[config.mk]
export PLATFORM = sky130hd
export DESIGN_NAME = bus_mux
export DESIGN_NICKNAME = d
export VERILOG_FILES = /design/src/logic/bus_map_pkg.sv /design/src/logic/bus_mux.sv
export SDC_FILE = /design/constraint.sdc
export NUM_CORES = 1
export LEC_CHECK = 0
export BUFFER_PORTS_ARGS = -buffer_cell sky130_fd_sc_hd__buf_2
export CAP_MARGIN = 20
export CORE_ASPECT_RATIO = 1.5
export CORE_MARGIN = 2
export CORE_UTILIZATION = 33
export DETAILED_ROUTE_END_ITERATION = 12
export PLACE_DENSITY = 0.8
export SLEW_MARGIN = 20
export SYNTH_ARGS = -nofsm -noshare
export SYNTH_HDL_FRONTEND = slang
export SYNTH_SLANG_ARGS = --single-unit
export TNS_END_PERCENT = 5
[constraint.sdc]
create_clock -name clk_48m -period 1 [get_ports clk_48m]
set_input_delay 0 -clock clk_48m [delete_from_list [all_inputs] [get_ports clk_48m]]
set_output_delay 0 -clock clk_48m [all_outputs]
set_load 0.02 [all_outputs]
[src/logic/bus_map_pkg.sv]
`default_nettype none

package bus_map_pkg;

	////////////////////////////////////////////////////////////
	// region codes and the shared video address
	////////////////////////////////////////////////////////////

	// what one cpu address selects
	typedef enum logic [2:0] {
		REG_NONE,
		REG_SCROLL0,
		REG_SCROLL1,
		REG_OBJECT,
		REG_LATCH,
		REG_BACKCOLOR,
		REG_IRQ_ACK
	} region_e;

	// same 13 bits, seen as a ram offset or as a latch select
	typedef union packed {
		logic [12:0] ram;
		struct packed {
			logic [9:0] unused;
			logic       layer;
			logic [1:0] index;
		} latch;
	} vid_addr_u;

	// latch register index
	localparam logic [1:0] LATCH_SCROLL_X_LO = 2'd0;
	localparam logic [1:0] LATCH_SCROLL_X_HI = 2'd1;
	localparam logic [1:0] LATCH_SCROLL_Y    = 2'd2;

	////////////////////////////////////////////////////////////
	// address map
	////////////////////////////////////////////////////////////

	// window sizes as low address bits ignored by the compare
	localparam int unsigned RAM_WIN_BITS   = 13;
	localparam int unsigned LATCH_WIN_BITS = 11;
	localparam int unsigned IO_WIN_BITS    = 10;

	// ram windows, same on both cpus
	localparam logic [15:0] SCROLL0_BASE = 16'h0000;
	localparam logic [15:0] SCROLL1_BASE = 16'h2000;
	localparam logic [15:0] OBJECT_BASE  = 16'h4000;

	// master io
	localparam logic [15:0] M_LATCH_BASE     = 16'h8800;
	localparam logic [15:0] M_IRQ_ACK_BASE   = 16'h9000;
	localparam logic [15:0] M_BACKCOLOR_BASE = 16'h9400;

	// sub io, no backcolor here
	localparam logic [15:0] S_LATCH_BASE   = 16'h6000;
	localparam logic [15:0] S_IRQ_ACK_BASE = 16'h8000;

	// true when addr falls in the aligned window at base
	function automatic logic in_window(input logic [15:0] addr, input logic [15:0] base,
			input int unsigned win_bits);
		return (addr >> win_bits) == (base >> win_bits);
	endfunction

endpackage

`default_nettype wire

[src/logic/bus_mux.sv]
`timescale 1ns/1ns
`default_nettype none

module bus_mux (
	input  wire                    clk_48m,
	input  wire                    rst,
	input  wire                    pix_en,
	input  wire [1:0]              phase,
	input  wire [15:0]             m_addr,
	input  wire [7:0]              m_wdata,
	input  wire                    m_we,
	input  var bus_map_pkg::region_e m_region,
	input  wire [15:0]             s_addr,
	input  wire [7:0]              s_wdata,
	input  wire                    s_we,
	input  var bus_map_pkg::region_e s_region,
	input  wire [7:0]              vid_rdata,
	output bus_map_pkg::vid_addr_u vid_addr,
	output logic [7:0]             vid_wdata,
	output logic                   vid_we,
	output bus_map_pkg::region_e   vid_region,
	output logic [7:0]             m_rdata,
	output logic                   m_e,
	output logic [7:0]             s_rdata,
	output logic                   s_e
);
	import bus_map_pkg::*;

	logic m_owner;

	// phase bit 1 low is the master slot
	assign m_owner = !phase[1];

	// one clock strobe at the end of each slot
	assign m_e = !rst && pix_en && (phase == 2'd1);
	assign s_e = !rst && pix_en && (phase == 2'd3);

	always_comb begin
		if (m_owner) begin
			vid_addr.ram = m_addr[12:0];
			vid_wdata    = m_wdata;
			vid_region   = m_region;
		end else begin
			vid_addr.ram = s_addr[12:0];
			vid_wdata    = s_wdata;
			vid_region   = s_region;
		end
	end

	assign vid_we = (m_e && m_we) || (s_e && s_we);

	// read data captured as each slot ends
	// non-ram regions read as FF
	always_ff @(posedge clk_48m) begin
		if (rst) begin
			m_rdata <= 8'h00;
			s_rdata <= 8'h00;
		end else begin
			if (m_e) begin
				case (m_region)
					REG_SCROLL0, REG_SCROLL1, REG_OBJECT: m_rdata <= vid_rdata;
					default:                              m_rdata <= 8'hFF;
				endcase
			end
			if (s_e) begin
				case (s_region)
					REG_SCROLL0, REG_SCROLL1, REG_OBJECT: s_rdata <= vid_rdata;
					default:                              s_rdata <= 8'hFF;
				endcase
			end
		end
	end

endmodule

`default_nettype wire

# Word-level counts from Yosys, hierarchy flattened
# Cells that the tools add are included.
[word_totals] romBits=0 mem_bits_rw=0 n_memories=0 elab_cells=24 latchBits=0 reg_bits=16 inputBits=69 output_inout_bits=43
[classes] magnitude_cmp=0 bitwise_logic=0 multipliers=0 n_div=0 shifts=0 n_addsub=0 n_mux=5 eq_ne=8 reduce_logical=9
[op_table] op="two-way mux 8 bit" count=3
[op_table] op="two-way mux 13 bit" count=1
[op_table] op="== test 3 x 2 -> 1 bit (second input constant)" count=4
[op_table] op="== test 3 x 1 -> 1 bit (second input constant)" count=2
[op_table] op="OR reduction 3 bit" count=2
[op_table] op="logical AND 1 bit" count=5
[op_table] op="two-way mux 3 bit" count=1
[op_table] op="== test 2 x 1 -> 1 bit (second input constant)" count=1
[op_table] op="== test 2 bit (second input constant)" count=1
[op_table] op="logical NOT 1 bit" count=1
[op_table] op="logical OR 1 bit" count=1

# Longest topological paths before layout
[depth] ltp_word=5 mapped_depth=6 ltp_nobuf=4

# Worst setup path before layout
# No wires, ideal clock.
[synth_timing] path_kind="input to register" from="input rst" to="register m_rdata[5]" slack_ns=0.192 setup_ns=0.133 stages=5 t_arrival_ns=0.675 required_time_ns=0.867 n_path_buf=2 path_cell_list="buf_6 -> nand4bb_1 -> buf_6 -> nor3_1 -> nor3_1"
[synth_between] elab_chain_len=3
[synth_rtl] element="start, declared" line_no="bus_mux.sv:6" text="input wire rst,"
[synth_rtl] element="logical NOT 1 bit" line_no="bus_mux.sv:35" text="assign m_e = !rst && pix_en && (phase == 2'd1);"
[synth_rtl] element="logical AND 1 bit (2 in series)" line_no="bus_mux.sv:35"
[synth_rtl] element="end signal, assigned" line_no="bus_mux.sv:61" text="REG_SCROLL0, REG_SCROLL1, REG_OBJECT: m_rdata <= vid_rdata;"
[synth_rtl] element="end, declared" line_no="bus_mux.sv:22" text="output logic [7:0] m_rdata,"
# Several ways; a longest one is shown, not always the timed one.
# A chain may end at the register's enable or synchronous reset.

# Final worst setup path
[layout_timing] from="input rst" to="output vid_we"
[layout_between] elab_chain_len=5 word_cells_on_any_way=7 classes_between="reduce/logical: 7"
[layout_rtl] element="logical NOT 1 bit *" line_no="bus_mux.sv:35, bus_mux.sv:36"
[layout_rtl] element="logical AND 1 bit *" line_no="bus_mux.sv:35, bus_mux.sv:36"
[layout_rtl] element="logical AND 1 bit, on equally long branches" line_no="bus_mux.sv:35, bus_mux.sv:36"
[layout_rtl] element="logical AND 1 bit" line_no="bus_mux.sv:50" text="assign vid_we = (m_e && m_we) || (s_e && s_we);"
[layout_rtl] element="logical OR 1 bit *" line_no="bus_mux.sv:50"
[layout_rtl] element="end, declared" line_no="bus_mux.sv:20" text="output logic vid_we,"
# Mark *: on every way between the ends. The rest lies on a longest branch, timed or not.

==> out/results.ini <==
[setup_path]
crit_path_start_kind=input pin
crit_fanout=10
arrival_ps=920
rr_worst_depth=2
cp_data_required_time_ps=1000
cp-end-kind=primary output
worstSetupPathType=input pin to primary output
r2r_setup_slack_ps=390
r2r_start=s_rdata[4]
r2r-end=s_rdata[4]

[yosys]
synth_top_area_share_pct=33.82
synth_area_leaders=dfxtp_1 (34%), mux2_2 (29%), nor3_1 (16%)
ys.flop_type=dfxtp_1
ys_warn_count=0
syn_nets=170
ys_seq_area_share_pct=33.82
synth.ff_latch_count=16
yosys.area.top_type=dfxtp_1
synthTopCellsByCount=nor3_1 (30), mux2_2 (24), dfxtp_1 (16), nor2_1 (16), buf_6 (3)
synth_edf_count=0
synthCells=101
synth_area_sq_um=947.2
synth_most_common_cell=nor3_1
ys_types=14
avgSynthCellArea_sq_um=9.378
ys_async_sr_fraction_pct=0

[timing]
hold-worst-slack_ps=28.23
timing.fmax_mhz=1087
period_needed_ps=920.4
slew_viol_final=0
skew_ps=0
fin_setup_tns_ps=0
setup_viol=0
finalHoldViolations=0
rsz0062_at_grt=no
timing.slew.headroom_pct=57.83
fin_crit_sh_pct=92.04
worstMarginPinSlew_ps=631.3

[die]
io-pin-count=112
rows=23
fp.coreArea_sq_um=2705
die_y_um=69.62
initial_core_util_pct=35.01
die_area_sq_um=3324
die-width_um=47.75

[grt]
grt.overflow.total=0
grt_pass1_vias=1157
grt_usage_pct=18.83
grt_antenna_before_repair=0
grt_pass1_wl_um=4692
grt_max_degree=24

[layout]
final_nets=277
fin_util_pct=57.96
drive_gt1_share_pct=68.12
syn_to_final_growth_pct=65.52
num_antenna_cells=0

[placed_design]
hpwlAfterDp_um=2896
place_congestion=0.7120
place.port_buffers=105

[drt]
first_pass_iters=4
drt.antenna.violating_nets=0
wl_um=3362
drc_errors=0
drt-wirelength-per-cell_um=13.78
drtIter0Drc=23
vias=1166
viasPerCell=4.779

[min_path]
hold_class=input pin to flop
whs_path_depth=3
min-delay-start=vid_rdata[7]
min_to=m_rdata[7]

[clocking]
clock_sinks=16
clk_pin_slew_ps=60
clk_path_buf_depth=2
cts_tree=yes
cts-root-buf=clkbuf_8
cts_buffers=3
clock_latency_ps=240
htree_num_levels=1

[power_and_ir_drop]
total_leakage_power_nw=0.8029
ir_worst_vdd_v=0.0006937
power.density_nw_per_um2=1145

[run]
maxCapViolCount=0

[outcome]
outcome=complete, no violations

[per-layer routing]
layer  track usage [%]  vias to the layer above  routed length (um)
met5                 0                        -                   0
met4             4.505                        0                  29
met3             6.510                        4                 490
met2             36.74                       73                1805
met1             16.19                      516                1036
li1                  -                      573                   -
[repair_timing]
action	4_1_cts	5_1_grt
setup buffers	0	0
endpoints found under the setup margin	0	1
hold buffers	0	0
resized for setup	0	2
[flip-flops by register name (all words and copies together) (netlist names)]
name,cells
m_rdata,8
s_rdata,8
[per-stage QoR]
step,setup slack [ps],power (mW),instances,area [sq um]
after floorplan,191.7,1.002,101,947.2
after global placement,51.37,1.239,240,1506
after detailed placement,11.94,1.250,240,1506
after CTS,39.92,1.815,244,1562
after global routing,8.118,1.895,244,1568
final,79.62,1.796,244,1568
[kinds of logic after synthesis]
| kind of cell | Yosys count | share of synthesized area, % |
|---|---|---|
| flops | 16 | 33.82 |
| buf+inv | 8 | 7.133 |
| compound gates | 3 | 2.510 |
| mux | 24 | 28.53 |
| simple gates | 50 | 28.00 |
[final cells by class]
class,count,area (sq um)
Tap cell,37,46.29
Timing Repair Buffer,108,566.8
Multi-Input combinational cell,77,559.3
Sequential cell,16,320.3
Inverter,2,20.02
Clock buffer,4,55.05
Fill cell,280,1137
[cell usage in the layout, fill, tap and decap left out, drive strengths merged]
cell / count
o21bai: 2
a22o: 1
clkbuf: 5
mux2: 24
inv: 1
nor2: 16
nor3: 32
buf: 107
nand4bb: 1
dfxtp: 16
clkinv: 1
nand4b: 1
[worst max path at each step]
| stage | start | endpoint | depth (start not counted) |
|---|---|---|---|
| final | rst | vid_we | 5 |
| after global routing | rst | vid_we | 5 |
| after CTS | rst | vid_we | 6 |
| after detailed placement | s_region[1] | s_rdata[3] | 4 |
| after global placement | m_region[0] | m_rdata[2] | 4 |
| after floorplan | rst | m_rdata[5] | 5 |
[critical path, cell delays in order]
cell	delay, ps
clkbuf_4	160
nand4b_4	250
inv_2	200
a22o_1	160
buf_2	150
[report_power, final]
group          switching [mW]  leakage (nW)  internal, mW  total [mW]
registers              0.0103         0.130         0.660       0.671
logic                   0.305         0.644         0.259       0.565
clock network           0.211        0.0288         0.349       0.560
total                   0.527         0.803          1.27        1.80
(Power assumes the default switching activity.)
