## src/logic/bus_map_pkg.sv

```systemverilog
`default_nettype none

package bus_map_pkg;

	////////////////////////////////////////////////////////////
	// region codes and the shared video address
	////////////////////////////////////////////////////////////

	// what one cpu address selects
	typedef enum logic [2:0] {
		REG_NONE,
		REG_SCROLL0,
		REG_SCROLL1,
		REG_OBJECT,
		REG_LATCH,
		REG_BACKCOLOR,
		REG_IRQ_ACK
	} region_e;

	// same 13 bits, seen as a ram offset or as a latch select
	typedef union packed {
		logic [12:0] ram;
		struct packed {
			logic [9:0] unused;
			logic       layer;
			logic [1:0] index;
		} latch;
	} vid_addr_u;

	// latch register index
	localparam logic [1:0] LATCH_SCROLL_X_LO = 2'd0;
	localparam logic [1:0] LATCH_SCROLL_X_HI = 2'd1;
	localparam logic [1:0] LATCH_SCROLL_Y    = 2'd2;

	////////////////////////////////////////////////////////////
	// address map
	////////////////////////////////////////////////////////////

	// window sizes as low address bits ignored by the compare
	localparam int unsigned RAM_WIN_BITS   = 13;
	localparam int unsigned LATCH_WIN_BITS = 11;
	localparam int unsigned IO_WIN_BITS    = 10;

	// ram windows, same on both cpus
	localparam logic [15:0] SCROLL0_BASE = 16'h0000;
	localparam logic [15:0] SCROLL1_BASE = 16'h2000;
	localparam logic [15:0] OBJECT_BASE  = 16'h4000;

	// master io
	localparam logic [15:0] M_LATCH_BASE     = 16'h8800;
	localparam logic [15:0] M_IRQ_ACK_BASE   = 16'h9000;
	localparam logic [15:0] M_BACKCOLOR_BASE = 16'h9400;

	// sub io, no backcolor here
	localparam logic [15:0] S_LATCH_BASE   = 16'h6000;
	localparam logic [15:0] S_IRQ_ACK_BASE = 16'h8000;

	// true when addr falls in the aligned window at base
	function automatic logic in_window(input logic [15:0] addr, input logic [15:0] base,
			input int unsigned win_bits);
		return (addr >> win_bits) == (base >> win_bits);
	endfunction

endpackage

`default_nettype wire

```

## src/logic/master_decoder.sv

```systemverilog
`timescale 1ns/1ns
`default_nettype none

module master_decoder (
	input  wire                  clk_48m,
	input  wire                  rst,
	input  wire [15:0]           addr,
	input  wire                  we,
	input  wire                  e,
	input  wire                  vblank_start,
	output bus_map_pkg::region_e region,
	output logic                 backcolor_wr,
	output logic                 irq
);
	import bus_map_pkg::*;

	logic irq_ack;

	////////////////////////////////////////////////////////////
	// master address map
	////////////////////////////////////////////////////////////

	always_comb begin
		if (in_window(addr, SCROLL0_BASE, RAM_WIN_BITS)) begin
			region = REG_SCROLL0;
		end else if (in_window(addr, SCROLL1_BASE, RAM_WIN_BITS)) begin
			region = REG_SCROLL1;
		end else if (in_window(addr, OBJECT_BASE, RAM_WIN_BITS)) begin
			region = REG_OBJECT;
		end else if (in_window(addr, M_LATCH_BASE, LATCH_WIN_BITS)) begin
			region = REG_LATCH;
		end else if (in_window(addr, M_IRQ_ACK_BASE, IO_WIN_BITS)) begin
			region = REG_IRQ_ACK;
		end else if (in_window(addr, M_BACKCOLOR_BASE, IO_WIN_BITS)) begin
			region = REG_BACKCOLOR;
		end else begin
			// rom space and holes
			region = REG_NONE;
		end
	end

	// strobes qualified by the end of the access
	assign backcolor_wr = e && we && (region == REG_BACKCOLOR);
	assign irq_ack      = e && we && (region == REG_IRQ_ACK);

	// vblank irq, ack beats a new vblank
	always_ff @(posedge clk_48m) begin
		if (rst || irq_ack) begin
			irq <= 1'b0;
		end else if (vblank_start) begin
			irq <= 1'b1;
		end
	end

endmodule

`default_nettype wire

```

## config.mk

```make
export PLATFORM = sky130hd
export DESIGN_NAME = master_decoder
export DESIGN_NICKNAME = d
export VERILOG_FILES = /design/src/logic/bus_map_pkg.sv /design/src/logic/master_decoder.sv
export SDC_FILE = /design/constraint.sdc
export NUM_CORES = 1
export LEC_CHECK = 0
export ABC_CLOCK_PERIOD_IN_PS = 1600
export BUFFER_PORTS_ARGS = -buffer_cell sky130_fd_sc_hd__buf_4
export CAP_MARGIN = 15
export CORE_AREA = 2 2 39 41
export CTS_CLUSTER_DIAMETER = 60
export DETAILED_ROUTE_END_ITERATION = 10
export DIE_AREA = 0 0 41 43
export SETUP_SLACK_MARGIN = 0.5
export SYNTH_ARGS = -nofsm -noshare
export SYNTH_HDL_FRONTEND = slang
export SYNTH_SLANG_ARGS = --single-unit
```

## constraint.sdc

```tcl
create_clock -name clk_48m -period 1.6 [get_ports clk_48m]
set_input_delay 0.24 -clock clk_48m [delete_from_list [all_inputs] [get_ports clk_48m]]
set_output_delay 0.24 -clock clk_48m [all_outputs]
set_load 0.005 [all_outputs]
```

# ---- Word level (Yosys, flattened, before mapping)
# Index checks and enable logic that the tools add are counted.
# W data, S select, Z words.
dict set report word_totals {
  regBits 1
  output_inout_bits 5
  elab_cells 19
}
dict set report op_classes {
  n_eq_ne 7
  n_mux 6
  reduce_logical 5
}
# op n
set op_table {}
lappend op_table {{$mux W3} 6}
lappend op_table {{$logic_not A16 Y1} 1}
lappend op_table {{$eq A6 B6 Y1 const B} 2}
lappend op_table {{$eq A3 B3 Y1 const B} 2}
lappend op_table {{$eq A5 B5 Y1 const B} 1}
lappend op_table {{$eq A3 B1 Y1 const B} 1}
lappend op_table {{$eq A3 B2 Y1 const B} 1}
lappend op_table {{$logic_and A1 B1 Y1} 3}
lappend op_table {{$logic_or A1 B1 Y1} 1}

# ---- Logic depth before layout (Yosys ltp)
dict set report logic_depth {
  depth_word 10
  mapped_depth 3
}

# ---- Worst setup path after synthesis
# OpenSTA, ideal clock, no wires.
dict set report synth_timing {
  kind {input -> output}
  start {in addr[13]}
  end {out backcolor_wr}
  arrival_time_ns 1.015
  required_time_ns 1.360
  slack_ns 0.345
  path_stages 3
  path_buffers 0
  cell_sequence {nand2b_1 or4_1 nor2_1}
}
dict set report synth_via {
  elab_chain_len 9
}
# item line_no
set synth_rtl {}
lappend synth_rtl {{start: declaration} master_decoder.sv:7} ;# input wire [15:0] addr,
lappend synth_rtl {{$eq A6 B6 Y1} bus_map_pkg.sv:61} ;# return (addr >> win_bits) == (base >> win_bits);
lappend synth_rtl {{$mux W3} master_decoder.sv:34} ;# end else if (in_window(addr, M_BACKCOLOR_BASE, IO_WIN_BITS)) begin
lappend synth_rtl {{$mux W3} master_decoder.sv:32} ;# end else if (in_window(addr, M_IRQ_ACK_BASE, IO_WIN_BITS)) begin
lappend synth_rtl {{$mux W3} master_decoder.sv:30} ;# end else if (in_window(addr, M_LATCH_BASE, LATCH_WIN_BITS)) begin
lappend synth_rtl {{$mux W3} master_decoder.sv:28} ;# end else if (in_window(addr, OBJECT_BASE, RAM_WIN_BITS)) begin
lappend synth_rtl {{$mux W3} master_decoder.sv:26} ;# end else if (in_window(addr, SCROLL1_BASE, RAM_WIN_BITS)) begin
lappend synth_rtl {{$mux W3 (*)} master_decoder.sv:24} ;# if (in_window(addr, SCROLL0_BASE, RAM_WIN_BITS)) begin
lappend synth_rtl {{$eq A3 B3 Y1 (*)} master_decoder.sv:43} ;# assign backcolor_wr = e && we && (region == REG_BACKCOLOR);
lappend synth_rtl {{$logic_and A1 B1 Y1 (*)} master_decoder.sv:43}
lappend synth_rtl {{end: declaration} master_decoder.sv:12} ;# output logic backcolor_wr,
# Mark *: on every way between the ends. The rest lies on a longest branch, timed or not.

# ---- Worst setup path after layout
dict set report layout_timing {
  start {in addr[11]}
  end {out backcolor_wr}
}
dict set report layout_via {
  elab_chain_len 9
}
# item line_no
set layout_rtl {}
lappend layout_rtl {{$eq A6 B6 Y1} bus_map_pkg.sv:61}
lappend layout_rtl {{$mux W3} master_decoder.sv:34}
lappend layout_rtl {{$mux W3} master_decoder.sv:32}
lappend layout_rtl {{$mux W3 (*)} master_decoder.sv:30}
lappend layout_rtl {{$mux W3 (*)} master_decoder.sv:28}
lappend layout_rtl {{$mux W3 (*)} master_decoder.sv:26}
lappend layout_rtl {{$mux W3 (*)} master_decoder.sv:24}
lappend layout_rtl {{$eq A3 B3 Y1 (*)} master_decoder.sv:43}
lappend layout_rtl {{$logic_and A1 B1 Y1 (*)} master_decoder.sv:43}
# Marked as above.

==> results.cfg <==
[status]
outcome = finished clean

[critical_path]
required_ps = 1360
startpoint_type = primary input
worstPathMaxFanout = 2
worstSetupPathType = primary input to primary output
slowest_delay_ps = 490
arrival_ps = 1180
critPathCaptureType = primary output
slowest_stage = or4_4
path_cells = buf_8, xnor2_4, or4_4, nor2_2, buf_4

[pwr]
intPower_uw = 75.7
p_switching_uw = 29.3
p_comb_share_pct = 73.3
p_per_area_nw_per_um2 = 310
peakVddDrop_mv = 0.0707
switching_share_pct = 27.9
p_leak_nw = 0.158
power_frac_seq_pct = 26.7
p_clk_share_pct = 0

[grt]
grt_pass1_wl_um = 669
first_global_vias = 179
grt_max_degree = 6
overflow = 0
track_usage_pct = 5.21
antenna_found_initial = 0

[synth]
syn-instance-count = 17
avgSynthCellArea_um2 = 6.70
ys_seq_area_share_pct = 17.6
yosys_warnings = 0
syn-cell-area_um2 = 114
synth_fp_nets = 38
synth-seq-cells = 1
ys_types = 11

[sta]
maxSlewViolCount = 0
fin_tns_setup_ps = 0
max_slew_margin_pct = 87.6
fin_crit_ps = 1420
skew_ps = 0
setup_viol = 0
timing_hold_violations_final = 0
fmax_ghz = 0.705
grt_setup_unrepaired = yes
worst_pin_slew_ps = 185
finalCritPeriodShare_pct = 88.6

[final_layout]
largestRegisters = irq: 1 flops
antenna_cells = 0
largest_register_ffs = 1
drive_gt1_share_pct = 73.5
largest-register = irq
layout_commonest_cell = buf_4
fill_cells = 152
final_cell_mix = 14 x buf_4, 3 x nor2_1, 2 x nand2b_4, 2 x or4_4, 2 x buf_8
area_growth_pct = 198
fin_cells = 50
nets = 57

[place]
io_buffers = 15
dp_cells = 48
dpl.hpwl_um = 350
gp_congestion = 0.627

[die]
boundaryPins = 26
dieHeight_um = 43
die-area_um2 = 1760
coreArea_um2 = 1380
die_x_um = 41
row_count = 14
start_util_pct = 8.23

[clocking]
clk-insertion-delay-late_ps = 0
path_clk_slew_ps = 0
holdBufCountCts = 0

[job]
maxCapViolations = 0

[hold_path]
hp-class = primary input to flip-flop

[routing]
drt_iter0_drc = 0
routed_wl_um = 463
routed_via_density = 3.66
vias = 183
dr.pass1.iters = 1
drtAntennaViolNets = 0
route.detailed.drc = 0
avgRoutedWirePerCell_um = 9.26
-- power groups by stage --
stage / logic [mW] / registers (mW) / clock network [mW]
final: 0.0770 / 0.0281 / 0
after global routing: 0.0843 / 0.0284 / 0
after CTS: 0.0631 / 0.0281 / 0
after detailed placement: 0.0538 / 0.0281 / 0
after global placement: 0.0525 / 0.0281 / 0
after floorplan: 0.0185 / 0.0283 / 0
-- logic make-up (layout without fill, tap and decap cells) --
| kind of cell | count (synthesis) | in the layout | share of synthesized area, % |
|---|---|---|---|
| DFF | 1 | 1 | 17.6 |
| xor gates and xnor gates | 2 | 2 | 15.4 |
| AOI/OAI and AO/OA | 3 | 3 | 18.7 |
| buffers and inverters | 1 | 18 | 3.29 |
| and+or+nand+nor | 10 | 10 | 45.0 |
-- layout make-up --
type	instances	area, um^2	share of cell area, %
well taps	16	20.0	5.90
inverters	1	3.75	1.11
repair buffers	17	146	43.2
flip-flops and latches	1	20.0	5.90
multi-input cells	15	149	43.9
-- routing by layer --
layer | wire, um | GRT usage, % | vias to the layer above
met1 | 144 | 5.73 | 82
met2 | 284 | 10.6 | 8
met3 | 34 | 0 | 0
met5 | 0 | 0 | -
li1 | - | - | 93
met4 | 0 | 0 | 0
-- path summary, 6_finish.rpt --
check	startpoint	endpoint	slack (ps)	depth (start not counted)
setup / recovery	addr[11]	backcolor_wr	180	5
hold / removal	rst	irq	490	3
setup reg to reg	irq	irq	960	3
hold reg to reg	irq	irq	580	3
-- critical path, delay by kind of cell --
kind	cells	cell delay, ps
and+or+nand+nor	2	590
buffers and inverters	2	220
xor gates and xnor gates	1	130
-- synth_stat cells --
| library cell | n | area (um^2) |
|---|---|---|
| dfxtp_1 | 1 | 20.0 |
| inv_1 | 1 | 3.75 |
| nand2_1 | 1 | 3.75 |
| nand2b_1 | 2 | 12.5 |
| nor2_1 | 4 | 15.0 |
| nor3_1 | 1 | 5.00 |
| o21a_1 | 1 | 7.51 |
| o21ai_1 | 1 | 5.00 |
| o31a_1 | 1 | 8.76 |
| or4_1 | 2 | 15.0 |
| xnor2_1 | 2 | 17.5 |
-- per-stage QoR --
step                power, mW  util [%]  hold WS [ps]  area (um^2)  worst slack (ps)
finish                  0.105      24.5           491          339               182
global route            0.113      24.5           507          339               152
CTS                    0.0912      21.2           497          294               186
detailed placement     0.0819      18.8           497          260              85.9
global placement       0.0806      18.8           494          260              97.2
floorplan              0.0468         -           398          128               346
-- repair_timing --
action                                  4_1_cts  5_1_grt
endpoints found under the setup margin        4        5
gates resized for setup                       7        5
pin swaps                                     4        2
cloned                                        0        0
setup buffers                                 0        2
Power figures use the tool's default switching activity.
