<file path="config.mk">
export PLATFORM = sky130hd
export DESIGN_NAME = video_timing
export DESIGN_NICKNAME = d
export VERILOG_FILES = /design/src/logic/video_timing_pkg.sv /design/src/logic/video_timing.sv
export SDC_FILE = /design/constraint.sdc
export NUM_CORES = 1
export LEC_CHECK = 0
export BUFFER_PORTS_ARGS = -buffer_cell sky130_fd_sc_hd__buf_2
export CAP_MARGIN = 30
export CORE_ASPECT_RATIO = 0.6
export CORE_UTILIZATION = 50
export CTS_CLUSTER_SIZE = 14
export DETAILED_ROUTE_END_ITERATION = 6
export PLACE_DENSITY = 0.76
export RECOVER_POWER = 100
export SETUP_SLACK_MARGIN = 0.4
export SLEW_MARGIN = 25
export SYNTH_ARGS = -nofsm -noshare
export SYNTH_HDL_FRONTEND = slang
export SYNTH_SLANG_ARGS = --single-unit
export TNS_END_PERCENT = 5
</file>
<file path="constraint.sdc">
create_clock -name clk_48m -period 1.9 [get_ports clk_48m]
set_input_delay 0.095 -clock clk_48m [delete_from_list [all_inputs] [get_ports clk_48m]]
set_output_delay 0.095 -clock clk_48m [all_outputs]
set_load 0.02 [all_outputs]
</file>
<file path="src/logic/video_timing_pkg.sv">
`default_nettype none

package video_timing_pkg;

	////////////////////////////////////////////////////////////
	// pixel clock
	////////////////////////////////////////////////////////////

	// 48 MHz down to 6 MHz dot clock
	localparam int PIX_DIV = 8;

	////////////////////////////////////////////////////////////
	// default raster, counted in pixels and lines
	////////////////////////////////////////////////////////////

	localparam int H_TOTAL     = 384;
	localparam int H_ACTIVE    = 288;
	localparam int HSYNC_START = 304;
	localparam int HSYNC_LEN   = 32;

	localparam int V_TOTAL     = 264;
	localparam int V_ACTIVE    = 224;
	localparam int VSYNC_START = 240;
	localparam int VSYNC_LEN   = 8;

	// tile layer map, one byte per 8x8 tile
	localparam int TILE_COLS = 64;
	localparam int TILE_ROWS = 64;

endpackage

`default_nettype wire

</file>
<file path="src/logic/video_timing.sv">
`timescale 1ns/1ns
`default_nettype none

module video_timing #(
	parameter int H_TOTAL     = video_timing_pkg::H_TOTAL,
	parameter int H_ACTIVE    = video_timing_pkg::H_ACTIVE,
	parameter int HSYNC_START = video_timing_pkg::HSYNC_START,
	parameter int HSYNC_LEN   = video_timing_pkg::HSYNC_LEN,
	parameter int V_TOTAL     = video_timing_pkg::V_TOTAL,
	parameter int V_ACTIVE    = video_timing_pkg::V_ACTIVE,
	parameter int VSYNC_START = video_timing_pkg::VSYNC_START,
	parameter int VSYNC_LEN   = video_timing_pkg::VSYNC_LEN
) (
	input  wire        clk_48m,
	input  wire        rst,
	output logic       pix_en,
	output logic [1:0] phase,
	output logic [8:0] hcount,
	output logic [8:0] vcount,
	output logic       hblank,
	output logic       vblank,
	output logic       hsync,
	output logic       vsync,
	output logic       vblank_start
);
	import video_timing_pkg::*;

	localparam int DIV_BITS = $clog2(PIX_DIV);

	logic [DIV_BITS-1:0] div_cnt;
	logic                h_wrap;
	logic [8:0]          h_next;
	logic [8:0]          v_next;
	logic                vblank_next;

	// dot clock divider
	always_ff @(posedge clk_48m) begin
		if (rst || div_cnt == DIV_BITS'(PIX_DIV - 1)) begin
			div_cnt <= '0;
		end else begin
			div_cnt <= div_cnt + 1'b1;
		end
	end

	assign pix_en = (div_cnt == DIV_BITS'(PIX_DIV - 1));

	// counter values after the coming pix_en
	always_comb begin
		h_wrap = (hcount == 9'(H_TOTAL - 1));
		h_next = h_wrap ? 9'd0 : hcount + 9'd1;
		if (!h_wrap) begin
			v_next = vcount;
		end else if (vcount == 9'(V_TOTAL - 1)) begin
			v_next = 9'd0;
		end else begin
			v_next = vcount + 9'd1;
		end
		vblank_next = (v_next >= 9'(V_ACTIVE));
	end

	////////////////////////////////////////////////////////////
	// raster state, all steps on pix_en
	////////////////////////////////////////////////////////////

	always_ff @(posedge clk_48m) begin
		if (rst) begin
			phase        <= 2'd0;
			hcount       <= 9'd0;
			vcount       <= 9'd0;
			hblank       <= 1'b0;
			vblank       <= 1'b0;
			hsync        <= 1'b0;
			vsync        <= 1'b0;
			vblank_start <= 1'b0;
		end else begin
			// single clock as vblank goes high
			vblank_start <= pix_en && vblank_next && !vblank;
			if (pix_en) begin
				// 1H and 2H bus phases
				phase  <= phase + 2'd1;
				hcount <= h_next;
				vcount <= v_next;
				// levels follow the new counter values
				hblank <= (h_next >= 9'(H_ACTIVE));
				vblank <= vblank_next;
				hsync  <= (h_next >= 9'(HSYNC_START)) &&
					(h_next < 9'(HSYNC_START + HSYNC_LEN));
				vsync  <= (v_next >= 9'(VSYNC_START)) &&
					(v_next < 9'(VSYNC_START + VSYNC_LEN));
			end
		end
	end

endmodule

`default_nettype wire

</file>
* Word-level counts from Yosys, hierarchy flattened
Cells that the tools add are included.
** Cells by class
- Magnitude comparators :: 6
- $add $sub $neg :: 4
- Muxes and demuxes :: 3
- Equal/unequal tests :: 3
- Reduce and logical (&&, ||, !) cells :: 6
** Operators with widths (number)
- two-way mux 9 bit :: 3
- adder 9 x 1 -> 9 bit (second input constant) :: 2
- == test 9 bit (second input constant) :: 2
- >= comparator 9 x 8 -> 1 bit (second input constant) :: 2
- >= comparator 9 bit (second input constant) :: 2
- < comparator 9 x 8 -> 1 bit (second input constant) :: 1
- < comparator 9 bit (second input constant) :: 1
- logical AND 1 bit :: 4
- adder 3 x 1 -> 3 bit (second input constant) :: 1
- == test 3 bit (second input constant) :: 1
- adder 2 x 1 -> 2 bit (second input constant) :: 1
- logical NOT 1 bit :: 1
- logical OR 1 bit :: 1
** Storage, ports and cells
- Output and inout port bits :: 26
- Input port bits :: 2
- Bits in registers :: 28

* Depth between registers and ports, before layout
- Depth in word-level cells :: 6
- Gate-level depth with buffers :: 8

* Worst setup path after synthesis
OpenSTA, ideal clock, no wires.
- Path kind :: register to register
- Start :: register vcount[0]
- End :: register vblank
- Library setup time :: 146 ps
- Stages on the path, launching flop included :: 7
- Data arrival time :: 1980 ps
- Period minus slack after synthesis :: 2126 ps
- Setup slack :: -226 ps
- Path buffers :: 0
- Required time :: 1754 ps
- Path through :: dfxtp_1 -> ha_1 -> or4b_1 -> nor4_2 -> o21ai_0 -> a21oi_1 -> a311oi_1
** On the way
- Cells in the longest elaborated chain, start to end :: 4
- Elaborated cells between the ends (all ways) :: 5
- Classes of those cells :: add/sub (1); order compare (1); eq/ne (1); mux (2)
** Ends and longest elaborated chain
- start: declaration :: line video_timing.sv:19 : output logic [8:0] vcount,
- start signal: assignment :: line video_timing.sv:82 : vcount <= v_next;
- adder 9 x 1 -> 9 bit / == test 9 bit (equally long branches) :: line video_timing.sv:56, video_timing.sv:53
- two-way mux 9 bit :: line video_timing.sv:53 : end else if (vcount == 9'(V_TOTAL - 1)) begin
- two-way mux 9 bit (*) :: line video_timing.sv:51 : if (!h_wrap) begin
- >= comparator 9 x 8 -> 1 bit (*) :: line video_timing.sv:58 : vblank_next = (v_next >= 9'(V_ACTIVE));
- end signal: assignment :: line video_timing.sv:85 : vblank <= vblank_next;
- end: declaration :: line video_timing.sv:21 : output logic vblank,
Mark *: on every way between the ends. The rest lies on a longest branch, timed or not.
A chain may end at the register's enable or synchronous reset.

* Worst setup path in the final report
- Start :: register vcount[1]
- End :: register vsync
** On the way
- Cells in the longest elaborated chain, start to end :: 5
- Elaborated cells between the ends (all ways) :: 7
- Classes of those cells :: add/sub (1); order compare (2); eq/ne (1); mux (2); reduce/logical (1)
** Ends and longest elaborated chain
- adder 9 x 1 -> 9 bit / == test 9 bit (equally long branches) :: line video_timing.sv:56, video_timing.sv:53
- two-way mux 9 bit :: line video_timing.sv:53
- two-way mux 9 bit (*) :: line video_timing.sv:51
- >= comparator 9 x 8 -> 1 bit / < comparator 9 x 8 -> 1 bit (equally long branches) :: line video_timing.sv:88, video_timing.sv:89
- logical AND 1 bit (*) :: line video_timing.sv:88 : vsync <= (v_next >= 9'(VSYNC_START)) &&
- end signal: assignment :: line video_timing.sv:88
- end: declaration :: line video_timing.sv:23 : output logic vsync,
Marked as above.

==> results.txt <==
- Max clock buf depth: 2
- For this configuration, the core starts out at a cell density of 54.1%.
* Avg Cell Area, Syn: 8.21 µm²
- For this block, the initial DRC count from the detailed router was approximately 170.
* Power density normalized to cell area: between 500 and 600 mW/mm²
- Part of the total power dissipated in combinational logic: 2.6%
* DP Worst Slack: -0.0387 ns
- Measured along the y axis, the die boundary spans ~46 µm.
* Leakage power figure: 0.742 nW
- Yosys printed 0 warnings.
- After global routing the overflow that remains totals 0.
- Leaving out fill and tap cells, the most frequent cell in the layout is sky130_fd_sc_hd__nor2_1.
* Critical-path maximum fanout: 5
* Routed WL: roughly 4400 µm
- The final reports fail on setup timing.
* Total track usage: about a quarter
- CTS Hold Bufs: 0
* Fraction of power spent switching nets: 19.9%
- The detail route stage leaves a number of antenna-violating nets equal to 0.
* Unrepaired setup endpoints after global routing: yes
* Top flip-flop cell by instance count after synthesis: sky130_fd_sc_hd__dfxtp_1
- Part of the total power dissipated in sequential elements: 53.9%
- For this block, the via count after detailed routing is around 1.6k.
- In the global route stage, met1 resource usage came out at 36.1%.
- CTS H-tree lvls: 1
* Final hold viol count: 0
- In this run, synthesis produced a sequential element count of 28.
* Internal power summed over all cells: approximately 0.9 mW
* GPL Wtd Cong: ~0.83
* Mean number of vias per cell: about 6
* Std-Cell Core Area: between 0.002 and 0.003 mm²
- # rows: 15
* Grt peak-use layer: met2
- Hold WC Path Type: in2reg
- For this design, the sink count on the clock tree is 28.
* Layout Skew: around 0.0073 ns
- The worst path uses 103% of the clock period.
- Relative slew slack: approximately two thirds
- STA classifies the critical path endpoint as a register.
- Upper clock frequency limit: ~510 MHz
- Area after DPL: about 0.0019 mm²
- In this run the power spent charging and discharging nets is 0.219 mW.
- The die covers about 0.0034 mm².
- Total power of the final layout: ~1.1 mW
* Number of port buffers: 27
- The worst setup path is launched from a register.
- The count of pins over their slew limit was 0.
- After detailed routing, the average wire length per cell comes to 15.9 µm.
* Worst EP arrival: around 2.2 ns
- Setup Total Neg Slack: -0.128 ns
- Post-synthesis instance area: approximately 0.0016 mm²
- Sequential cells were found to cover 35.2% of the synthesized design area.
- Subtracting the final worst setup slack from the clock period gives roughly 2.0 ns.
- Setup Viol. Count Final: 3
* Library cell used as clock root buffer: sky130_fd_sc_hd__clkbuf_8
* Top library cells by usage in the layout, fill and taps aside: sky130_fd_sc_hd__nor2_1, sky130_fd_sc_hd__clkbuf_1, sky130_fd_sc_hd__dfxtp_1
* Critical Path RT: about 2.1 ns
- Number of maximum-capacitance constraint violations: 0
- Library cell occupying the most area in the post-synthesis netlist: sky130_fd_sc_hd__dfxtp_1
- Clock slew at reported path FFs: 0.10 ns
- Number of antenna violations at the first check in global routing: 0
- Global routing consumed, on the met2 layer, between 40% and 50% of the routing resources.
- The post-route netlist has 27.6% of its cells at a drive strength greater than 1.
- Entering global routing, the biggest net connects 26 pins.
- Number of nets produced by synthesis: roughly 200
- TritonCTS clock tree: built
* Clock latency on the worst-skew pair: 0.28 ns
* First-pass GRT wire length: around 6700 µm
- Cells after Synth: approximately 190
- Distinct cells, synth: 51
- Area growth from synthesis to layout: 29.3%
* Count of unresolved DRC violations after routing: 0
- For this run, the detailed router's first-pass iteration total came to 4.
* Cts bufs inserted: 3
* Run status: finished, violations left
- The synthesized design contains 0 enable-type register cells.
- The via count of the first global-routing pass is roughly 1.4k.
- Detailed placement finished with a half-perimeter wire length of 3090 µm.
- For the pin with the worst max-slew slack, the measured transition is approximately 0.5 ns.
- Maximum VDD drop: about 0.27 mV
- After synthesis, the largest area contributor takes up about a third of total cell area.
* Async SR Flop Fraction: 0%
- Once routing completed, OpenROAD measured the worst setup slack at -0.0615 ns.
- From left edge to right edge, the die measures 74.9 µm.
* Worst setup path class: reg2reg
- Clock power share: a little over two fifths
- # IOs: 28
* Summed area of non-filler cells in the final layout: between 0.002 and 0.0025 mm²
* ANT cells: 0
* Met3 Track Usage GR: around 5.5%
- In this run the post-CTS setup repair buffer count came out at 0.
- Sorting the synthesized cells by area gives the leading types as sky130_fd_sc_hd__dfxtp_1, sky130_fd_sc_hd__nor2_1, sky130_fd_sc_hd__ha_1, sky130_fd_sc_hd__a21oi_1, sky130_fd_sc_hd__nand2_1.
* Nets: 240
==> power groups by stage <==
stage | clock network [mW] | registers (mW) | logic, mW
after floorplan | 0 | 0.604 | 0.0165
after global placement | 0 | 0.603 | 0.0228
after detailed placement | 0 | 0.604 | 0.0249
after CTS | 0.478 | 0.591 | 0.0277
after global routing | 0.501 | 0.593 | 0.0304
final | 0.478 | 0.592 | 0.0285
==> final cells by class <==
class,instances,area [µm²]
Clock inverter,1,30.0
Inverter,1,3.75
Fill cell,252,887
Sequential cell,28,583
Multi-Input combinational cell,153,1090
Timing Repair Buffer,46,259
Tap cell,42,52.6
Clock buffer,3,41.3
==> logic make-up after synthesis <==
kind of cell	share of synthesized area [%]
flip-flops	35.2
XOR/XNOR	5.50
adder cells (fa/ha/maj)	3.93
multiplexers	3.85
buffers and inverters	3.61
AND/OR/NAND/NOR	32.4
AO/OA/AOI/OAI	15.6
==> metal layers <==
layer | vias up | wire length [µm]
li1 | 771 | -
met1 | 749 | 1970
met2 | 77 | 2020
met3 | 14 | 287
met4 | 0 | 89
met5 | - | 0
==> final timing paths <==
kind	slack [ns]	startpoint	end	depth (start not counted)
setup / recovery	-0.06	vcount[1]	vsync	6
hold reg to reg	0.46	vblank	vblank_start	1
hold / removal	0.25	rst	phase[1]	2
setup reg to reg	-0.06	vcount[1]	vsync	6
==> stage by stage <==
| step | std cells | utilization (%) | hold WS [ns] |
|---|---|---|---|
| final | 274 | 69.9 | 0.252 |
| after detailed placement | 270 | 65.6 | 0.447 |
| after CTS | 274 | 71.1 | 0.248 |
| after global routing | 274 | 69.9 | 0.252 |
| after floorplan | 194 | - | 0.378 |
| after global placement | 270 | 65.6 | 0.415 |
==> Yosys cell counts (3+ instances only) <==
cell type,number
sky130_fd_sc_hd__dfxtp_1,28
sky130_fd_sc_hd__clkbuf_1,6
sky130_fd_sc_hd__o21ai_0,8
sky130_fd_sc_hd__nand3b_1,3
sky130_fd_sc_hd__buf_2,4
sky130_fd_sc_hd__and2_1,3
sky130_fd_sc_hd__nand3_1,6
sky130_fd_sc_hd__nor2_1,32
sky130_fd_sc_hd__ha_1,5
sky130_fd_sc_hd__mux2i_1,5
sky130_fd_sc_hd__and3_1,4
sky130_fd_sc_hd__nand2b_1,5
sky130_fd_sc_hd__nand4_1,4
sky130_fd_sc_hd__xor2_1,4
sky130_fd_sc_hd__nand2_1,16
sky130_fd_sc_hd__nor3_1,3
sky130_fd_sc_hd__a21oi_1,12
sky130_fd_sc_hd__xnor2_1,6
==> critical path, cell delays in order (launching register included) <==
cell and delay, ns:
sky130_fd_sc_hd__dfxtp_4 0.40, sky130_fd_sc_hd__ha_4 0.15, sky130_fd_sc_hd__or4b_4 0.47, sky130_fd_sc_hd__nor4_4 0.26, sky130_fd_sc_hd__nor2_1 0.07, sky130_fd_sc_hd__mux2_4 0.27
sky130_fd_sc_hd__o41ai_2 0.25
==> state kept, by name (all words and copies together), names as in the netlist <==
name and count:
hcount 9, vcount 9, div_cnt 3, phase 2, hblank 1, hsync 1
vblank 1, vblank_start 1, vsync 1
==> timing repair <==
item	4_1_cts	5_1_grt
resized for setup	23	3
setup endpoints to repair	25	20
pin swaps	18	19
Power figures use the tool's default switching activity.
