## src/logic/bus_map_pkg.sv

```systemverilog
`default_nettype none

package bus_map_pkg;

	////////////////////////////////////////////////////////////
	// region codes and the shared video address
	////////////////////////////////////////////////////////////

	// what one cpu address selects
	typedef enum logic [2:0] {
		REG_NONE,
		REG_SCROLL0,
		REG_SCROLL1,
		REG_OBJECT,
		REG_LATCH,
		REG_BACKCOLOR,
		REG_IRQ_ACK
	} region_e;

	// same 13 bits, seen as a ram offset or as a latch select
	typedef union packed {
		logic [12:0] ram;
		struct packed {
			logic [9:0] unused;
			logic       layer;
			logic [1:0] index;
		} latch;
	} vid_addr_u;

	// latch register index
	localparam logic [1:0] LATCH_SCROLL_X_LO = 2'd0;
	localparam logic [1:0] LATCH_SCROLL_X_HI = 2'd1;
	localparam logic [1:0] LATCH_SCROLL_Y    = 2'd2;

	////////////////////////////////////////////////////////////
	// address map
	////////////////////////////////////////////////////////////

	// window sizes as low address bits ignored by the compare
	localparam int unsigned RAM_WIN_BITS   = 13;
	localparam int unsigned LATCH_WIN_BITS = 11;
	localparam int unsigned IO_WIN_BITS    = 10;

	// ram windows, same on both cpus
	localparam logic [15:0] SCROLL0_BASE = 16'h0000;
	localparam logic [15:0] SCROLL1_BASE = 16'h2000;
	localparam logic [15:0] OBJECT_BASE  = 16'h4000;

	// master io
	localparam logic [15:0] M_LATCH_BASE     = 16'h8800;
	localparam logic [15:0] M_IRQ_ACK_BASE   = 16'h9000;
	localparam logic [15:0] M_BACKCOLOR_BASE = 16'h9400;

	// sub io, no backcolor here
	localparam logic [15:0] S_LATCH_BASE   = 16'h6000;
	localparam logic [15:0] S_IRQ_ACK_BASE = 16'h8000;

	// true when addr falls in the aligned window at base
	function automatic logic in_window(input logic [15:0] addr, input logic [15:0] base,
			input int unsigned win_bits);
		return (addr >> win_bits) == (base >> win_bits);
	endfunction

endpackage

`default_nettype wire

```

## src/logic/sub_decoder.sv

```systemverilog
`timescale 1ns/1ns
`default_nettype none

module sub_decoder (
	input  wire                  clk_48m,
	input  wire                  rst,
	input  wire [15:0]           addr,
	input  wire                  we,
	input  wire                  e,
	input  wire                  vblank_start,
	output bus_map_pkg::region_e region,
	output logic                 irq
);
	import bus_map_pkg::*;

	logic irq_ack;

	// sub map, own latch and ack windows
	always_comb begin
		if (in_window(addr, SCROLL0_BASE, RAM_WIN_BITS)) begin
			region = REG_SCROLL0;
		end else if (in_window(addr, SCROLL1_BASE, RAM_WIN_BITS)) begin
			region = REG_SCROLL1;
		end else if (in_window(addr, OBJECT_BASE, RAM_WIN_BITS)) begin
			region = REG_OBJECT;
		end else if (in_window(addr, S_LATCH_BASE, LATCH_WIN_BITS)) begin
			region = REG_LATCH;
		end else if (in_window(addr, S_IRQ_ACK_BASE, IO_WIN_BITS)) begin
			region = REG_IRQ_ACK;
		end else begin
			region = REG_NONE;
		end
	end

	// ack write seen on the e strobe
	assign irq_ack = e && we && (region == REG_IRQ_ACK);

	// sub vblank irq
	always_ff @(posedge clk_48m) begin
		if (rst || irq_ack) begin
			irq <= 1'b0;
		end else if (vblank_start) begin
			irq <= 1'b1;
		end
	end

endmodule

`default_nettype wire

```

## config.mk

```make
export PLATFORM = sky130hd
export DESIGN_NAME = sub_decoder
export DESIGN_NICKNAME = d
export VERILOG_FILES = /design/src/logic/bus_map_pkg.sv /design/src/logic/sub_decoder.sv
export SDC_FILE = /design/constraint.sdc
export NUM_CORES = 1
export LEC_CHECK = 0
export BUFFER_PORTS_ARGS = -buffer_cell sky130_fd_sc_hd__buf_2
export CORE_AREA = 4 4 41 43
export DETAILED_ROUTE_END_ITERATION = 8
export DIE_AREA = 0 0 45 47
export HOLD_SLACK_MARGIN = 0.05
export PLACE_DENSITY = 0.41
export SYNTH_ARGS = -nofsm -noshare
export SYNTH_HDL_FRONTEND = slang
export SYNTH_SLANG_ARGS = --single-unit
```

## constraint.sdc

```tcl
create_clock -name clk_48m -period 1.8 [get_ports clk_48m]
set_input_delay 0.45 -clock clk_48m [delete_from_list [all_inputs] [get_ports clk_48m]]
set_output_delay 0.45 -clock clk_48m [all_outputs]
set_load 0.01 [all_outputs]
```

# --- Word level (Yosys, flattened, before mapping) ---
# Cells that the tools add are included.
totals:
  regBits: 1
  output_inout_bits: 4
  mem_bits_ro: 0
  memories: 0
  latch_bits: 0
  ramBits: 0
  input_bits: 21
  word_cells: 15
op_classes:
  n_mux: 5
  add_sub_neg: 0
  magnitude_cmp: 0
  reduce_logical: 4
  n_eq_ne: 5
  n_div: 0
  n_mul: 0
  bitwise_logic: 0
  n_shift: 0
ops:
  columns: ["operator", "count"]
  rows:
  - ["zero test 16 bit", 1]
  - ["two-way mux 3 bit", 5]
  - ["== test 6 bit (second input constant)", 1]
  - ["== test 5 x 4 -> 1 bit (second input constant)", 1]
  - ["== test 3 x 1 -> 1 bit (second input constant)", 1]
  - ["== test 3 x 2 -> 1 bit (second input constant)", 1]
  - ["== test 3 bit (second input constant)", 1]
  - ["logical AND 1 bit", 2]
  - ["logical OR 1 bit", 1]

# --- Depth between registers and ports, before layout ---
# Gate-level depths: netlist (run 1).
depth:
  ltp_word: 9
  ltp_mapped: 2
  ltp_nobuf: 2

# --- Worst setup path before layout (run 1) ---
# No wires, ideal clock.
synth_timing:
  path_kind: "input port to output port"
  start: "input port addr[10]"
  end: "output port region[1]"
  path_stages: 2
  required_ps: 1350
  arrival_ps: 1355
  path_buffers: 0
  setup_slack_ps: -5
  cell_sequence: "or4b_4 > o32ai_1"
synth_via:
  elab_chain_cells: 6
synth_rtl:
  columns: ["item", "line", "rtl"]
  rows:
  - ["from (decl)", "sub_decoder.sv:7", "input wire [15:0] addr,"]
  - ["== test 6 bit", "bus_map_pkg.sv:61", "return (addr >> win_bits) == (base >> win_bits);"]
  - ["two-way mux 3 bit", "sub_decoder.sv:28", "end else if (in_window(addr, S_IRQ_ACK_BASE, IO_WIN_BITS)) begin"]
  - ["two-way mux 3 bit", "sub_decoder.sv:26", "end else if (in_window(addr, S_LATCH_BASE, LATCH_WIN_BITS)) begin"]
  - ["two-way mux 3 bit", "sub_decoder.sv:24", "end else if (in_window(addr, OBJECT_BASE, RAM_WIN_BITS)) begin"]
  - ["two-way mux 3 bit", "sub_decoder.sv:22", "end else if (in_window(addr, SCROLL1_BASE, RAM_WIN_BITS)) begin"]
  - ["two-way mux 3 bit", "sub_decoder.sv:20", "if (in_window(addr, SCROLL0_BASE, RAM_WIN_BITS)) begin"]
  - ["to (decl)", "sub_decoder.sv:11", "output bus_map_pkg::region_e region,"]
# No other way between the ends.

# --- Worst setup path in the final report (run 1) ---
# Ends and elaborated chain as after synthesis.

==> flow_summary.json, run 1 <==
{
  "routedWlPerCell_um": 10.8,
  "period_needed_ns": 1.91,
  "grt_pass1_vias": 160,
  "largestRegisters": "irq (1)",
  "use_met2": 0.0565,
  "seqCellArea_sq_um": 20.0,
  "leakagePower_uw": 0.000104,
  "slowest_stage": "or4b_4",
  "r2r-start": "irq",
  "clkTransAtPathRegs_ns": 0,
  "hp-class": "reg2reg",
  "grt.met3_usage": 0.0230,
  "crit_type": "in2out",
  "p_int_uw": 49.3,
  "drc": 0,
  "final_cell_mix": "buf_2, buf_4",
  "synth_cell_types": 10,
  "p_sw_frac": 0.268,
  "area_growth_pct": 137,
  "finalHoldViolCount": 0,
  "placed_area_sq_um": 214,
  "fin_crit_sh": 1.06,
  "peakVddDrop_uv": 88.5,
  "path_delay_family": "simple AND/OR/NAND/NOR gates",
  "largest_reg_flops": 1,
  "grt_pass1_wl_um": 662,
  "rsz0062_at_grt": "true",
  "syn_avg_cell_area_sq_um": 9.51,
  "worstPathCellList": "buf_6 -> or4b_4 -> o32ai_2 -> buf_2",
  "yosys.area.top_type": "dfxtp_1",
  "grt_start_max_net_pins": 4,
  "ys_seq_area_frac": 0.211,
  "routed_wl_um": 452,
  "ant_nets": 0,
  "slew_viol_final": 0,
  "violations": "negative setup slack",
  "power_switching_uw": 18.1,
  "synth_edf_count": 0,
  "dieWidth_um": 45,
  "port_buffers": 14,
  "clock_latency_ns": 0,
  "powerDensity_mw_per_mm2": 299,
  "startpoint": "addr[10]",
  "status": "finished, violations left",
  "worst_pin_slew_ns": 0.176,
  "worstPathRequired_ns": 1.35,
  "cts_hold_buf": 0,
  "start_util": 0.0731,
  "synth.area.top_cells": "dfxtp_1, or4b_4, o41a_1",
  "drt_iter0_drc": 0,
  "fp.dieH_um": 47,
  "fillers": 153,
  "via_count": 150,
  "setup_viol": 2,
  "grt_usage": 0.0409,
  "pin_count": 25,
  "skew_ns": 0,
  "synthesis.area_sq_um": 95.1,
  "seq_power_share": 0.369,
  "synthFlopType": "dfxtp_1",
  "fmax_ghz": 0.522,
  "overflow": 0,
  "crit_fanout": 3,
  "post-place-ws_ns": -0.166,
  "combinationalPowerShare": 0.631,
  "hp-start": "irq",
  "cap_violations": 0,
  "use_met1": 0.0586,
  "finalWorstSetupSlack_ns": -0.114,
  "antennaDiodeCount": 0,
  "gp_congestion": 0.689,
  "endpoint_kind": "output port",
  "cp_data_arrival_time_ns": 1.46,
  "async_reset_ff_frac": 0,
  "busiest_layer": "met1",
  "antenna_found_initial": 0,
  "die-area_sq_mm": 0.00212,
  "drtPass1Iterations": 1,
  "syn-instance-count": 10,
  "layout_commonest_cell": "buf_2",
  "post_cts_buffers": 0,
  "slowest_delay_ns": 0.55,
  "multi_input_area_sq_um": 87.6,
  "yosys_warnings": 0,
  "cp-start-kind": "primary input",
  "largest-register": "irq",
  "path_buf_inv": 2,
  "drive_gt1_frac": 0.778,
  "slew_headroom": 0.883,
  "synth_top_cell_area_share": 0.211,
  "syn-num-nets": 31,
  "core-area_sq_mm": 0.00130,
  "pwr-share-clk": 0,
  "row_count": 13,
  "nets": 50,
  "post-route-cell-area_sq_um": 225,
  "synth_seq_cells": 1,
  "vias_per_cell": 3.57
}
==> what timing repair did <==
| item | in CTS | in global routing |
|---|---|---|
| hold endpoints to repair | 0 | 0 |
| resized for setup | 2 | 0 |
| endpoints found under the setup margin | 2 | 2 |
==> worst paths after layout <==
path	endpoint	slack, ns	depth (start not counted)
setup / recovery	region[1]	-0.11	4
hold reg to reg	irq	0.59	2
setup reg to reg	irq	1.09	2
hold / removal	irq	0.59	2
==> area by class of cell <==
cell class              count  share of cell area
well taps                  15              0.0833
repair buffers             17               0.439
multi-input cells           9               0.389
flip-flops and latches      1              0.0889
==> power by group through the flow <==
stage                     registers [uW]  logic, uW  clock network [uW]
after CTS                           25.0       43.2                   0
after global routing                25.1       46.3                   0
final                               24.9       42.5                   0
after global placement              24.9       40.9                   0
after detailed placement            25.0       40.8                   0
after floorplan                     25.8       13.6                   0
==> per-stage QoR <==
step | power, uW | util | hold WS (ns) | std cells | TNS, ns
final | 67.4 | 0.173 | 0.590 | 42 | -0.215
after global routing | 71.3 | 0.173 | 0.616 | 42 | -0.294
after CTS | 68.1 | 0.173 | 0.602 | 42 | -0.223
after detailed placement | 65.8 | 0.164 | 0.602 | 42 | -0.285
after global placement | 65.9 | 0.164 | 0.601 | 42 | -0.317
after floorplan | 39.4 | - | 0.591 | 10 | 0
==> logic make-up (layout without fill, tap and decap cells) <==
group / after synthesis / count (layout) / synth area share
buffers and inverters: 0 / 17 / 0
AND/OR/NAND/NOR: 4 / 4 / 0.303
flip-flops: 1 / 1 / 0.211
AO/OA/AOI/OAI: 4 / 4 / 0.395
XOR/XNOR: 1 / 1 / 0.0921
==> worst register-to-register path: stages, from the launching register on <==
cell,delay (ns)
dfxtp_1,0.28
o21ba_2,0.20
o41a_1,0.09
==> layer usage <==
metal  wire (um)  vias to the layer above
li1            -                       76
met1         254                       59
met2         102                       15
met3          95                        0
met4           0                        0
met5           0                        -
Power figures use the tool's default switching activity.
==> run 2, diff against run 1 <==
Clock period 1.8 ns to 1.9 ns, I/O delays scaled along.
==> flow_summary.json, run 2 (synthesis results as in run 1) <==
{
  "final_cell_mix": "buf_2, buf_4, buf_6",
  "period_needed_ns": 1.99,
  "startpoint": "addr[10]",
  "leakagePower_uw": 0.000106,
  "powerDensity_mw_per_mm2": 283,
  "grt_pass1_wl_um": 717,
  "grt_start_max_net_pins": 4,
  "dieWidth_um": 45,
  "finalHoldViolCount": 0,
  "antenna_found_initial": 0,
  "vias_per_cell": 3.55,
  "status": "finished, violations left",
  "drive_gt1_frac": 0.778,
  "area_growth_pct": 143,
  "largestRegisters": "irq (1)",
  "ant_nets": 0,
  "fmax_ghz": 0.503,
  "p_total_uw": 65.4,
  "drc": 0,
  "slew_headroom": 0.861,
  "cts_hold_buf": 0,
  "setup_viol": 2,
  "via_count": 149,
  "skew_ns": 0,
  "peakVddDrop_uv": 92.9,
  "antennaDiodeCount": 0,
  "overflow": 0,
  "gp_congestion": 0.646,
  "crit_fanout": 3,
  "place_hpwl_um": 410,
  "drtPass1Iterations": 2,
  "r2r-start": "irq",
  "routedWlPerCell_um": 10.5,
  "worstPathRequired_ns": 1.42,
  "drt_iter0_drc": 1,
  "fillers": 152,
  "nets": 50,
  "tns_ns": -0.136,
  "worst_pin_slew_ns": 0.209,
  "placed_area_sq_um": 206,
  "cp_data_arrival_time_ns": 1.51,
  "grt_pass1_vias": 165,
  "hp-class": "reg2reg",
  "post-route-cell-area_sq_um": 231,
  "largest_reg_flops": 1,
  "routed_wl_um": 440,
  "finalWorstSetupSlack_ns": -0.0893,
  "final_core_util": 0.178,
  "fp.dieH_um": 47,
  "cp-start-kind": "primary input",
  "r2r_end": "irq",
  "rrSetupSlack_ns": 1.19,
  "rsz0062_at_grt": "true",
  "start_util": 0.0731,
  "cap_violations": 0,
  "core-area_sq_mm": 0.00130,
  "clock_latency_ns": 0,
  "row_count": 13,
  "endpoint": "region[1]",
  "grt_usage": 0.0449,
  "layout_commonest_cell": "buf_2",
  "clkTransAtPathRegs_ns": 0,
  "port_buffers": 14,
  "r2r_cells": 2,
  "violations": "negative setup slack",
  "largest-register": "irq",
  "endpoint_kind": "output port",
  "crit_type": "in2out",
  "pin_count": 25,
  "post_cts_buffers": 0,
  "die-area_sq_mm": 0.00212,
  "slew_viol_final": 0,
  "fin_crit_sh": 1.05
}
[run 2: cell counts in the layout (fill, tap and decap cells not counted)]
No cell type changed its count.
[run 2: worst min-delay path by stage]
stage / startpoint / cells past startpoint / endpoint / slack (ns)
final: irq / 2 / irq / 0.60
after global routing: irq / 2 / irq / 0.62
after CTS: irq / 2 / irq / 0.60
after detailed placement: irq / 2 / irq / 0.60
after global placement: irq / 2 / irq / 0.60
after floorplan: addr[11] / 1 / irq / 0.62
[run 2: layout make-up]
| class | instances | area (sq um) | area share |
|---|---|---|---|
| Sequential cell | 1 | 20.0 | 0.0865 |
| Multi-Input combinational cell | 9 | 87.6 | 0.378 |
| Timing Repair Buffer | 17 | 105 | 0.454 |
| Tap cell | 15 | 18.8 | 0.0811 |
[run 2: timing repair]
| action | CTS | global route |
|---|---|---|
| setup endpoints to repair | 2 | 2 |
| endpoints found under the hold margin | 0 | 0 |
| resized for setup | 3 | 1 |
| pin swaps | 1 | 1 |
[run 2: through the flow]
step	setup WS [ns]	cells	hold WS, ns
final	-0.0893	42	0.598
after global routing	-0.126	42	0.623
after CTS	-0.0908	42	0.599
after detailed placement	-0.136	42	0.599
after global placement	-0.143	42	0.600
after floorplan	0.0448	10	0.616
[run 2: worst max-delay path: stages]
cell     delay (ns)
buf_6          0.09
or4b_4         0.55
o32ai_2        0.23
buf_2          0.17
[run 2: where the power goes]
part           internal, uW  switching (uW)  leakage (uW)
Clock                     0               0             0
Combinational          25.0            16.8     0.0000974
Sequential             23.0           0.594    0.00000839
[run 2: layer usage]
| metal | GRT usage | vias to the layer above | share of wire |
|---|---|---|---|
| li1 | - | 76 | - |
| met1 | 0.0811 | 58 | 0.62 |
| met2 | 0.0452 | 15 | 0.20 |
| met3 | 0.0192 | 0 | 0.17 |
| met4 | 0 | 0 | 0 |
| met5 | 0 | - | 0 |
